<file path="src/verilog/muldiv_cfg.svh">
// ------------------------------
// Widths and depth of the mul/div pipeline
// MULDIV_RESULT_STAGES must be 1 or more
// ------------------------------

`ifndef MULDIV_CFG_SVH
`define MULDIV_CFG_SVH

// Operand width in bits
`define MULDIV_XLEN 32

// Result delay registers after the arithmetic stage
`define MULDIV_RESULT_STAGES 2

// Edges from request accept to resp_val, no stalls
// Request reg, operand reg, result reg, then the delay chain
`define MULDIV_LATENCY (2 + `MULDIV_RESULT_STAGES)

`endif

</file>
<file path="src/verilog/muldiv_req_pkg.sv">
// ------------------------------
// Request side types of the mul/div unit
// Codes 5 to 7 are invalid and give a zero result
// ------------------------------

`include "muldiv_cfg.svh"

package muldiv_req_pkg;

  // Function codes
  typedef enum logic [2:0] {
    MUL  = 3'd0,
    DIV  = 3'd1,
    DIVU = 3'd2,
    REM  = 3'd3,
    REMU = 3'd4
  } fn_e;

  // Raw request as it enters the unit
  typedef struct packed {
    fn_e                    fn;
    logic [`MULDIV_XLEN-1:0] a;
    logic [`MULDIV_XLEN-1:0] b;
  } req_t;

  // Conditioned operands, special cases already decided
  typedef struct packed {
    fn_e                     fn;
    logic [`MULDIV_XLEN-1:0] mag_a;
    logic [`MULDIV_XLEN-1:0] mag_b;
    logic                    neg_q;    // negate product or quotient
    logic                    neg_r;    // negate remainder
    logic                    div_zero;
    logic                    ovf;
    logic                    bad_fn;
    logic [`MULDIV_XLEN-1:0] dividend;
  } opnd_t;

endpackage

</file>
<file path="src/verilog/muldiv_resp_pkg.sv">
// ------------------------------
// Response side types, 2*XLEN result
// ------------------------------

`include "muldiv_cfg.svh"

package muldiv_resp_pkg;

  // Packed result, hi is the upper half
  typedef struct packed {
    logic [`MULDIV_XLEN-1:0] hi;
    logic [`MULDIV_XLEN-1:0] lo;
  } result_t;

  // Remainder high, quotient low
  function automatic result_t pack_divrem(input logic [`MULDIV_XLEN-1:0] rem,
                                          input logic [`MULDIV_XLEN-1:0] quo);
    result_t res;
    res.hi = rem;
    res.lo = quo;
    return res;
  endfunction

  // Full product split into halves
  function automatic result_t pack_prod(input logic [2*`MULDIV_XLEN-1:0] prod);
    result_t res;
    res.hi = prod[2*`MULDIV_XLEN-1:`MULDIV_XLEN];
    res.lo = prod[`MULDIV_XLEN-1:0];
    return res;
  endfunction

endpackage

</file>
<file path="src/verilog/muldiv_arith.sv">
// ------------------------------
// Multiply and divide on magnitudes, combinational
// Divider gets a dummy divisor of 1 on divide by zero
// ------------------------------

`timescale 1ns/1ps

`include "muldiv_cfg.svh"

module muldiv_arith (
  input  muldiv_req_pkg::opnd_t   in_data,
  output muldiv_resp_pkg::result_t out_data
);

  localparam int xlen = `MULDIV_XLEN;

  logic [2*xlen-1:0] prod_mag;
  logic [2*xlen-1:0] prod;
  logic [xlen-1:0]   divisor;
  logic [xlen-1:0]   quo_mag;
  logic [xlen-1:0]   rem_mag;
  logic [xlen-1:0]   quo;
  logic [xlen-1:0]   rem;

  // ------------------------------
  // Unsigned core
  // ------------------------------

  always_comb begin
    // Full width product of the magnitudes
    prod_mag = {{xlen{1'b0}}, in_data.mag_a} * {{xlen{1'b0}}, in_data.mag_b};

    // Keep the divider away from zero, result replaced below
    divisor = in_data.div_zero ? {{(xlen-1){1'b0}}, 1'b1} : in_data.mag_b;
    quo_mag = in_data.mag_a / divisor;
    rem_mag = in_data.mag_a % divisor;
  end

  // ------------------------------
  // Sign fix-up and special cases
  // ------------------------------

  always_comb begin
    prod = in_data.neg_q ? (~prod_mag + 1'b1) : prod_mag;
    quo  = in_data.neg_q ? (~quo_mag + 1'b1) : quo_mag;
    rem  = in_data.neg_r ? (~rem_mag + 1'b1) : rem_mag;

    // RISC-V divide by zero
    if (in_data.div_zero) begin
      quo = '1;
      rem = in_data.dividend;
    end else if (in_data.ovf) begin
      // min_int / -1
      quo = in_data.dividend;
      rem = '0;
    end
  end

  // ------------------------------
  // Result select
  // ------------------------------

  always_comb begin
    if (in_data.bad_fn) begin
      out_data = '0;
    end else if (in_data.fn == muldiv_req_pkg::MUL) begin
      out_data = muldiv_resp_pkg::pack_prod(prod);
    end else begin
      // DIV, DIVU, REM, REMU share one packing
      out_data = muldiv_resp_pkg::pack_divrem(rem, quo);
    end
  end

endmodule

</file>
<file path="config.mk">
export PLATFORM = sky130hd
export DESIGN_NAME = muldiv_arith
export DESIGN_NICKNAME = d
export VERILOG_FILES = /design/src/verilog/muldiv_req_pkg.sv /design/src/verilog/muldiv_resp_pkg.sv /design/src/verilog/muldiv_arith.sv
export VERILOG_INCLUDE_DIRS = /design/src /design/src/verilog
export SDC_FILE = /design/constraint.sdc
export NUM_CORES = 2
export LEC_CHECK = 0
export BUFFER_PORTS_ARGS = -buffer_cell sky130_fd_sc_hd__buf_2
export CAP_MARGIN = 20
export CORE_MARGIN = 2
export CORE_UTILIZATION = 40
export DETAILED_ROUTE_END_ITERATION = 12
export GPL_TIMING_DRIVEN = 0
export PLACE_DENSITY = 0.6
export SYNTH_ARGS = -nofsm -noshare
export SYNTH_HDL_FRONTEND = slang
export SYNTH_SLANG_ARGS = --single-unit
</file>
<file path="constraint.sdc">
create_clock -name vclk -period 110.5
set_input_delay 5.525 -clock vclk [all_inputs]
set_output_delay 5.525 -clock vclk [all_outputs]
set_load 0.005 [all_outputs]
</file>
==> results.txt <==
----------------------------------------------------
[Worst setup path]
  Kind of capture point of the worst setup path ... output pin
  Highest net fanout along the worst path ... 18
  Critical Path Source Type ... primary input
  CP peak stage delay ... 0.99 ns
  Slowest stage cell on the critical path ... sky130_fd_sc_hd__xor2_1
  Path type of the worst setup path ... primary input to output pin
  Most Frequent Cell on Critical Path ... sky130_fd_sc_hd__ha_1
  Worst endpoint required time ... 104.97 ns
  Crit path arrival time ... 102.66 ns

[Finish]
  Share of post-route cells with drive strength above 1 ... 0.0602
  Count of nets after finishing ... 11400
  Area occupied by registers ... 0 µm²
  Area growth from synthesis to layout ... 7.60%
  Clkbuf count ... 0
  Number of flip-flops and latches ... 0
  Layout Cells excl Fill ... 12000

[Synth]
  Sequential-to-total area share from yosys stat ... 0
  Cell Area, Synth ... 69600 µm²
  Portion of synthesized cell area occupied by the leading cell type ... 0.258
  Largest area contributor in the synthesized netlist ... sky130_fd_sc_hd__fa_1
  Post-synthesis net count ... 11200
  Yosys warnings ... 0
  Synth cell count leaders ... sky130_fd_sc_hd__nand2_1, sky130_fd_sc_hd__inv_1, sky130_fd_sc_hd__fa_1
  Most numerous cell in the Yosys netlist ... sky130_fd_sc_hd__nand2_1
  Top area cells in the synthesized netlist ... sky130_fd_sc_hd__fa_1, sky130_fd_sc_hd__ha_1, sky130_fd_sc_hd__nand2_1
  Gate count after technology mapping ... 9410
  Number of distinct standard cells referenced by the synthesized netlist ... 101
  Post-synthesis area per instance ... 7.40 µm²

[Routing]
  Routed via count divided by cell count ... 6.30
  Post-detailed-route DRC marker count ... 0
  Routed vias ... 75300
  Average routed wire per standard cell ... 30.7 µm
  Antenna Violating Nets Remaining ... 0
  Final routed wirelength across all metal layers ... 367 mm
  DR iter-0 viols ... 8389
  Number of detailed-route iterations in the first pass ... 9

[GRT]
  Antenna violations before repair ... 34
  Vias in the first global route ... 72800
  Remaining global-route overflow ... 0
  Wire length of the first global-routing pass ... 516 mm
  Combined global-route utilization of all metal layers ... 0.398
  Largest net degree at the start of global routing ... 33

[Timing]
  Final cycle utilization of the critical path ... 0.979
  Final number of hold-violating endpoints ... 0
  Number of setup violations in the final report ... 0
  Worst max-slew margin expressed relative to the limit ... 0.0771
  Peak clock frequency supported by timing ... 0.00924 GHz
  RSZ-0062 raised after global routing ... no
  Final period demand of the worst path ... 108.18 ns
  Max Transition Viols Final ... 0
  Worst Tran Pin Value ... 1.37 ns

[Floorplan]
  Placeable core region ... 173000 µm²
  Horizontal die dimension ... 421 µm
  Ports placed on the boundary ... 168
  Total Die Area ... 177000 µm²
  Vertical die dimension ... 421 µm
  Number of standard-cell rows in the floorplan ... 153
  Initial cell density of the core ... 0.401

[CTS]
  Hold Buf Count CTS ... 0

[Placed design]
  I/O Buffers ... 122
  Detailed Place HPWL ... 308 mm
  Routability congestion estimate ... 1.09
  Cell Count Post-Placement ... 11900

[Run status]
  Result of the run ... complete, no violations

[Min path]
  Worst hold path cell count ... 4
  Worst min-delay path category ... primary input to output pin

[Run]
  MaxCap Viol Count ... 0

----------------------------------------------------
==> stage by stage <==
| step | util | worst slack (ns) | TNS (ns) | instance area [µm²] | hold slack (ns) |
|---|---|---|---|---|---|
| after floorplan | - | 23.45 | 0 | 69600 | 11.20 |
| after global placement | 0.422 | -19.84 | -1180.78 | 73100 | 11.52 |
| after detailed placement | 0.427 | -15.27 | -870.74 | 74000 | 11.51 |
| after CTS | 0.429 | 0.0622 | 0 | 74400 | 11.51 |
| after global routing | 0.432 | 0.0515 | 0 | 74800 | 11.55 |
| final | 0.432 | 2.32 | 0 | 74900 | 11.53 |
==> logic make-up (layout without fill, tap and decap cells) <==
kind of cell / after synthesis / after routing / share of synthesized area
and+or+nand+nor: 3209 / 3209 / 0.213
buffers and inverters: 1637 / 1827 / 0.0888
xor gates and xnor gates: 530 / 530 / 0.0667
muxes: 89 / 89 / 0.0134
AOI/OAI and AO/OA: 2253 / 2253 / 0.217
adders and majority gates: 1692 / 1692 / 0.401
other: 0 / 29 / 0
==> worst paths after layout <==
| check | from | end | slack, ns |
|---|---|---|---|
| setup / recovery | in_data[34] | out_data[31] | 2.32 |
| hold / removal | in_data[19] | out_data[51] | 11.53 |
==> metal layers <==
layer | part of all wire | vias to the layer above | global-route usage
met3 | 0.097 | 1140 | 0.0861
li1 | - | 32600 | -
met1 | 0.38 | 37300 | 0.489
met5 | 0.00046 | - | 0
met4 | 0.093 | 21 | 0.298
met2 | 0.43 | 4333 | 0.611
==> final cells by class <==
type,count,area (µm²)
Tap cell,2325,2910
Timing Repair Buffer,194,1620
Fill cell,18200,98500
Multi-Input combinational cell,7773,64000
Inverter,1155,4340
Buffer,478,1950
Antenna cell,29,72.6
==> critical path, delay by kind of cell <==
family | cells | cell delay (ns)
compound gates | 122 | 35.66
simple gates | 94 | 25.77
buf+inv | 77 | 23.35
fa+ha+maj | 32 | 10.22
xor+xnor | 1 | 0.99
mux | 2 | 0.58
==> timing repair <==
| item | 4_1_cts | 5_1_grt |
|---|---|---|
| pin swaps | 1 | 3 |
| setup buffers | 3 | 6 |
| hold endpoints to repair | 0 | 0 |
| resized for setup | 118 | 99 |
| gates cloned | 0 | 0 |
| endpoints found under the setup margin | 64 | 64 |
==> layout by cell type (no fill, tap or decap), types with 100 or more instances in the layout <==
master,Yosys,layout
sky130_fd_sc_hd__o21ai_0,407,397
sky130_fd_sc_hd__fa_1,897,897
sky130_fd_sc_hd__nand3_1,158,157
sky130_fd_sc_hd__and2_1,257,257
sky130_fd_sc_hd__ha_1,795,795
sky130_fd_sc_hd__nor2_1,578,566
sky130_fd_sc_hd__xnor2_1,321,320
sky130_fd_sc_hd__a31oi_1,109,100
sky130_fd_sc_hd__o21a_1,153,152
sky130_fd_sc_hd__nand2_1,1476,1459
sky130_fd_sc_hd__a21oi_1,537,534
sky130_fd_sc_hd__a21o_1,180,180
sky130_fd_sc_hd__a211oi_1,122,118
sky130_fd_sc_hd__clkbuf_1,432,358
sky130_fd_sc_hd__inv_1,1153,1151
sky130_fd_sc_hd__xor2_1,209,208
sky130_fd_sc_hd__buf_2,15,159
sky130_fd_sc_hd__nor3_1,176,171
