$ cat src/verilog/muldiv_cfg.svh
// ------------------------------
// Widths and depth of the mul/div pipeline
// MULDIV_RESULT_STAGES must be 1 or more
// ------------------------------

`ifndef MULDIV_CFG_SVH
`define MULDIV_CFG_SVH

// Operand width in bits
`define MULDIV_XLEN 32

// Result delay registers after the arithmetic stage
`define MULDIV_RESULT_STAGES 2

// Edges from request accept to resp_val, no stalls
// Request reg, operand reg, result reg, then the delay chain
`define MULDIV_LATENCY (2 + `MULDIV_RESULT_STAGES)

`endif

$ cat src/verilog/muldiv_req_pkg.sv
// ------------------------------
// Request side types of the mul/div unit
// Codes 5 to 7 are invalid and give a zero result
// ------------------------------

`include "muldiv_cfg.svh"

package muldiv_req_pkg;

  // Function codes
  typedef enum logic [2:0] {
    MUL  = 3'd0,
    DIV  = 3'd1,
    DIVU = 3'd2,
    REM  = 3'd3,
    REMU = 3'd4
  } fn_e;

  // Raw request as it enters the unit
  typedef struct packed {
    fn_e                    fn;
    logic [`MULDIV_XLEN-1:0] a;
    logic [`MULDIV_XLEN-1:0] b;
  } req_t;

  // Conditioned operands, special cases already decided
  typedef struct packed {
    fn_e                     fn;
    logic [`MULDIV_XLEN-1:0] mag_a;
    logic [`MULDIV_XLEN-1:0] mag_b;
    logic                    neg_q;    // negate product or quotient
    logic                    neg_r;    // negate remainder
    logic                    div_zero;
    logic                    ovf;
    logic                    bad_fn;
    logic [`MULDIV_XLEN-1:0] dividend;
  } opnd_t;

endpackage

$ cat src/verilog/muldiv_opnd_prep.sv
// ------------------------------
// Operand conditioning, purely combinational
// Special cases are decided here and only here
// ------------------------------

`timescale 1ns/1ps

`include "muldiv_cfg.svh"

module muldiv_opnd_prep (
  input  muldiv_req_pkg::req_t  in_data,
  output muldiv_req_pkg::opnd_t out_data
);

  localparam int xlen = `MULDIV_XLEN;

  // Most negative signed value
  localparam logic [xlen-1:0] min_int = {1'b1, {(xlen-1){1'b0}}};

  logic is_signed;
  logic is_sdiv;
  logic is_div;
  logic is_known;
  logic sign_a;
  logic sign_b;

  // ------------------------------
  // Function decode
  // ------------------------------

  always_comb begin
    // MUL runs on magnitudes too
    is_sdiv   = (in_data.fn == muldiv_req_pkg::DIV) ||
                (in_data.fn == muldiv_req_pkg::REM);
    is_signed = is_sdiv || (in_data.fn == muldiv_req_pkg::MUL);
    is_div    = is_sdiv ||
                (in_data.fn == muldiv_req_pkg::DIVU) ||
                (in_data.fn == muldiv_req_pkg::REMU);
    is_known  = is_div || (in_data.fn == muldiv_req_pkg::MUL);
  end

  // ------------------------------
  // Magnitudes and signs
  // ------------------------------

  always_comb begin
    // Operand signs count only for signed functions
    sign_a = is_signed && in_data.a[xlen-1];
    sign_b = is_signed && in_data.b[xlen-1];

    out_data.fn    = in_data.fn;
    // Abs of min_int wraps to 2^(xlen-1), still right as unsigned
    out_data.mag_a = sign_a ? (~in_data.a + 1'b1) : in_data.a;
    out_data.mag_b = sign_b ? (~in_data.b + 1'b1) : in_data.b;

    // Quotient and product sign from both operands
    out_data.neg_q = sign_a ^ sign_b;
    // Remainder follows the dividend
    out_data.neg_r = sign_a && is_sdiv;

    // Special cases
    out_data.div_zero = is_div && (in_data.b == '0);
    out_data.ovf      = is_sdiv && (in_data.a == min_int) && (in_data.b == '1);
    out_data.bad_fn   = !is_known;

    // Raw dividend, needed for div by zero and overflow
    out_data.dividend = in_data.a;
  end

endmodule

$ cat config.mk
export PLATFORM = sky130hd
export DESIGN_NAME = muldiv_opnd_prep
export DESIGN_NICKNAME = d
export VERILOG_FILES = /design/src/verilog/muldiv_req_pkg.sv /design/src/verilog/muldiv_opnd_prep.sv
export VERILOG_INCLUDE_DIRS = /design/src /design/src/verilog
export SDC_FILE = /design/constraint.sdc
export NUM_CORES = 1
export LEC_CHECK = 0
export ABC_AREA = 1
export BUFFER_PORTS_ARGS = -buffer_cell sky130_fd_sc_hd__buf_2
export CAP_MARGIN = 20
export CORE_MARGIN = 2
export CORE_UTILIZATION = 44
export DETAILED_ROUTE_END_ITERATION = 10
export PLACE_DENSITY = 0.95
export SLEW_MARGIN = 20
export SYNTH_ARGS = -nofsm -noshare
export SYNTH_HDL_FRONTEND = slang
export SYNTH_SLANG_ARGS = --single-unit
$ cat constraint.sdc
create_clock -name vclk -period 1.25
set_input_delay 0.125 -clock vclk [all_inputs]
set_output_delay 0.125 -clock vclk [all_outputs]
set_load 0.02 [all_outputs]
==> flow_summary_export.csv, run 1 <==
group,metric,value,unit
logic_synthesis,ys_seq_area_share,0,%
placed_design,hpwl,8150,um
sta,worst_endpoint_kind,"top-level output",
logic_synthesis,syn_nets,597,
logic_synthesis,yosysWarnings,0,
floorplan,pin_count,171,
global_routing,grt_max_degree,15,
logic_synthesis,netlist_area,0.00247,mm2
floorplan,die_w,78.9,um
floorplan,rows,27,
placed_design,globalplace.congestion,0.996,
logic_synthesis,synth.avg_cell_area,4.68,um2
floorplan,dieHeight,78.9,um
run_status,error,"[ERROR DPL-0038] Utilization greater than 100%, impossible to legalize",
floorplan,start_util,45.1,%
logic_synthesis,synthCells,527,
placed_design,io_buffers,171,
logic_synthesis,ys_types,19,
placed_design,dp_slack,-0.277,ns
run_status,status,"did not finish",
sta,worst_endpoint,"out_data[89]",
clocking,cts_hold_buf,0,
run_status,lastStage,"global routing",
placed_design,place_area,0.00357,mm2
cells in the mapped netlist:
cell      instances  area share, %
clkinv_1          1           0.15
nand3b_1          4            1.2
ha_1              3            1.5
a21oi_1           2           0.41
buf_4            39             12
nor2_1          125             19
o21ai_0          10            2.0
buf_6             4            1.8
nor3_1            2           0.41
o21ai_4           1           0.66
inv_1            42            6.4
xnor2_2           1           0.66
nor2_2            6            1.5
xor2_1           10            3.5
nand2_1         215             33
nand4_1           2           0.51
nand2_2          10            2.5
nand3_1          31            6.3
xnor2_1          19            6.7
per-stage QoR:
step	hold WS, ns	setup TNS, ns	utilization, %	instances
4_1_cts	0.482	-2.54	88.3	808
3_5_place_dp	0.489	-10.23	65.3	790
3_3_place_gp	0.484	-7.37	65.3	790
2_1_floorplan	0.349	0	-	527
logic make-up after synthesis:
logic type               after synthesis  synth area share (%)
AND/OR/NAND/NOR                      395                  64.2
AO/OA/AOI/OAI                         13                  3.09
buffers and inverters                 86                  20.2
adder cells (fa/ha/maj)                3                  1.52
XOR/XNOR                              30                  11.0
timing repair:
action,4_1_cts
pin swaps,82
setup endpoints to repair,63
resized for setup,304
cloned,4
setup buffers,14
==> run 2, diff against run 1 <==
CORE_UTILIZATION = 29   (was 44)
PLACE_DENSITY = default   (was 0.95)
PLACE_DENSITY_LB_ADDON = 0.15   (was default)
==> run 2 against run 1 <==
The flow now finishes, with violations (negative setup slack). Area after synthesis unchanged. Synthesized cell count is the same.
==> flow_summary_export.csv, run 2 <==
group,metric,value,unit
placed_design,numPlacedInstances,838,
logic_synthesis,synth_most_common_cell,"nand2_1",
logic_synthesis,synthCells,527,
route,vias,4058,
floorplan,die_area,0.00926,mm2
placed_design,hpwl,8210,um
critical_path,endpoint_kind,"output port",
cells_and_area,fin_cells,858,
floorplan,dieHeight,96.2,um
placed_design,io_buffers,171,
sta,fin_ws,-0.152,ns
sta,rsz0062_at_grt,"yes",
sta,timing.fmax,713,MHz
critical_path,criticalPathCategory,"input port to output port",
placed_design,dp_slack,-0.255,ns
route,drtAntennaViolNets,0,
logic_synthesis,synth_commonest_cells,"nand2_1 (215), nor2_1 (125), inv_1 (42)",
critical_path,path_cells,"buf_8 > o21ai_4 > buf_6 > buf_6 > inv_8 > nand2_8 > nor2_4 > xor2_1 > buf_4",
logic_synthesis,ys_types,19,
hold_path,hold_path_class,"input port to output port",
critical_path,critPathMaxFanout,5,
sta,setup_viol,60,
sta,hold_violations,0,
cells_and_area,final_cell_mix,"buf_4 (121), nand2_1 (117), nand2_2 (80)",
global_routing,grt_pass1_vias,3714,
sta,final-max-slew-violation-count,0,
logic_synthesis,synth_top_cell_by_area,"nand2_1",
global_routing,overflow,0,
critical_path,required,1.12,ns
cells_and_area,multi_input_area,0.00307,mm2
cells_and_area,n_clock_buffer,0,
critical_path,start_kind,"input port",
cells_and_area,area_growth,126,%
logic_synthesis,syn_nets,597,
hold_path,whs_path_depth,2,
cells_and_area,register_area,0,um2
route,drtPass1Iterations,5,
logic_synthesis,synth_top_cell_area_share,32.7,%
cells_and_area,n_fill_cell,706,
run_status,violations,"negative setup slack",
floorplan,pin_count,171,
power_and_ir_drop,peakVddDrop,0.203,mV
floorplan,coreArea,0.00822,mm2
placed_design,globalplace.congestion,0.892,
route,post_drt_wl_per_cell,13.8,um
sta,fin_crit_sh,112,%
critical_path,cp_slowest_cell,"o21ai_4",
global_routing,grt_pass1_wl,16400,um
power_and_ir_drop,leakagePower,2.73,nW
cells_and_area,antenna_cells,0,
cells_and_area,drive_gt1_share,67.3,%
route,drt_wl_total,11800,um
floorplan,start_util,30.0,%
logic_synthesis,ys_seq_area_share,0,%
clocking,cts_hold_buf,0,
hold_path,min_to,"out_data[103]",
global_routing,grt_max_degree,29,
route,drtIter0Drc,138,
power_and_ir_drop,p_per_area,409,mW/mm2
critical_path,crit_top_cell,"buf_6",
cells_and_area,mostFrequentLayoutCell,"buf_4",
floorplan,rows,33,
sta,tightestPinTransition,0.258,ns
global_routing,antenna_found_initial,0,
logic_synthesis,synth_area_leaders,"nand2_1 (33%), nor2_1 (19%), buf_4 (12%)",
run_status,status,"complete, but fails checks",
critical_path,cp.arrival,1.28,ns
critical_path,critPathTopFamily,"buffers and inverters",
critical_path,path_buf_inv,5,
logic_synthesis,synth.avg_cell_area,4.68,um2
route,drc,0,
logic_synthesis,yosysWarnings,0,
sta,slew_headroom,82.8,%
logic_synthesis,netlist_area,0.00247,mm2
route,vias_per_cell,4.73,
critical_path,max_stage_delay,0.25,ns
sta,fin_crit,1.40,ns
cells_and_area,nets,825,
run,cap_violations,0,
hold_path,hp-start,"in_data[66]",
floorplan,die_w,96.2,um
cells_and_area,nFlopsAndLatches,0,
global_routing,grt.total_usage,21.7,%
sta,holdWs,0.477,ns
run 2: cell counts after synthesis:
Identical to the previous run, type by type.
run 2: cell families (layout without fill, tap and decap cells):
family,after synthesis,count (layout),share of synthesized area (%)
compound gates,13,13,3.09
xor+xnor,30,30,11.0
fa+ha+maj,3,3,1.52
buf+inv,86,312,20.2
simple gates,395,395,64.2
run 2: metal layers:
layer	up-vias	wire length, um	global-route usage (%)	part of all wire, %
met2	146	6160	41.4	52
met4	0	156	1.43	1.3
met5	-	0	0	0
met3	14	754	0.940	6.4
met1	1869	4740	27.7	40
li1	2029	-	-	-
run 2: worst max-delay path by stage:
stage,depth (start not counted),startpoint,end,slack (ns)
after floorplan,7,in_data[65],out_data[73],0.02
after global placement,10,in_data[65],out_data[66],-0.24
after detailed placement,10,in_data[65],out_data[66],-0.26
after CTS,10,in_data[65],out_data[40],-0.14
after global routing,9,in_data[64],out_data[42],-0.22
final,9,in_data[64],out_data[42],-0.15
run 2: power by group:
group,switching [mW],internal (mW)
combinational,1.24,1.04
clock,0,0
sequential,0,0
run 2: per-stage QoR:
stage | util (%) | power (mW) | setup TNS (ns) | cell area [um2]
after floorplan | - | 0.925 | 0 | 2470
after global placement | 45.5 | 1.54 | -9.17 | 3740
after detailed placement | 45.5 | 1.55 | -10.07 | 3740
after CTS | 57.5 | 1.93 | -2.86 | 4720
after global routing | 68.0 | 2.43 | -8.17 | 5590
final | 68.0 | 2.28 | -3.68 | 5590
run 2: cell type report:
| class | instances | area share, % |
|---|---|---|
| Inverter | 43 | 3.38 |
| Multi-Input combinational cell | 441 | 55.0 |
| Timing Repair Buffer | 269 | 39.3 |
| Tap cell | 105 | 2.35 |
run 2: timing repair:
item,CTS,global route
endpoints found under the setup margin,63,65
setup buffers,9,8
cloned,2,3
pin swaps,66,84
resized for setup,265,223
Note: power is estimated with default switching activity, not from simulation.
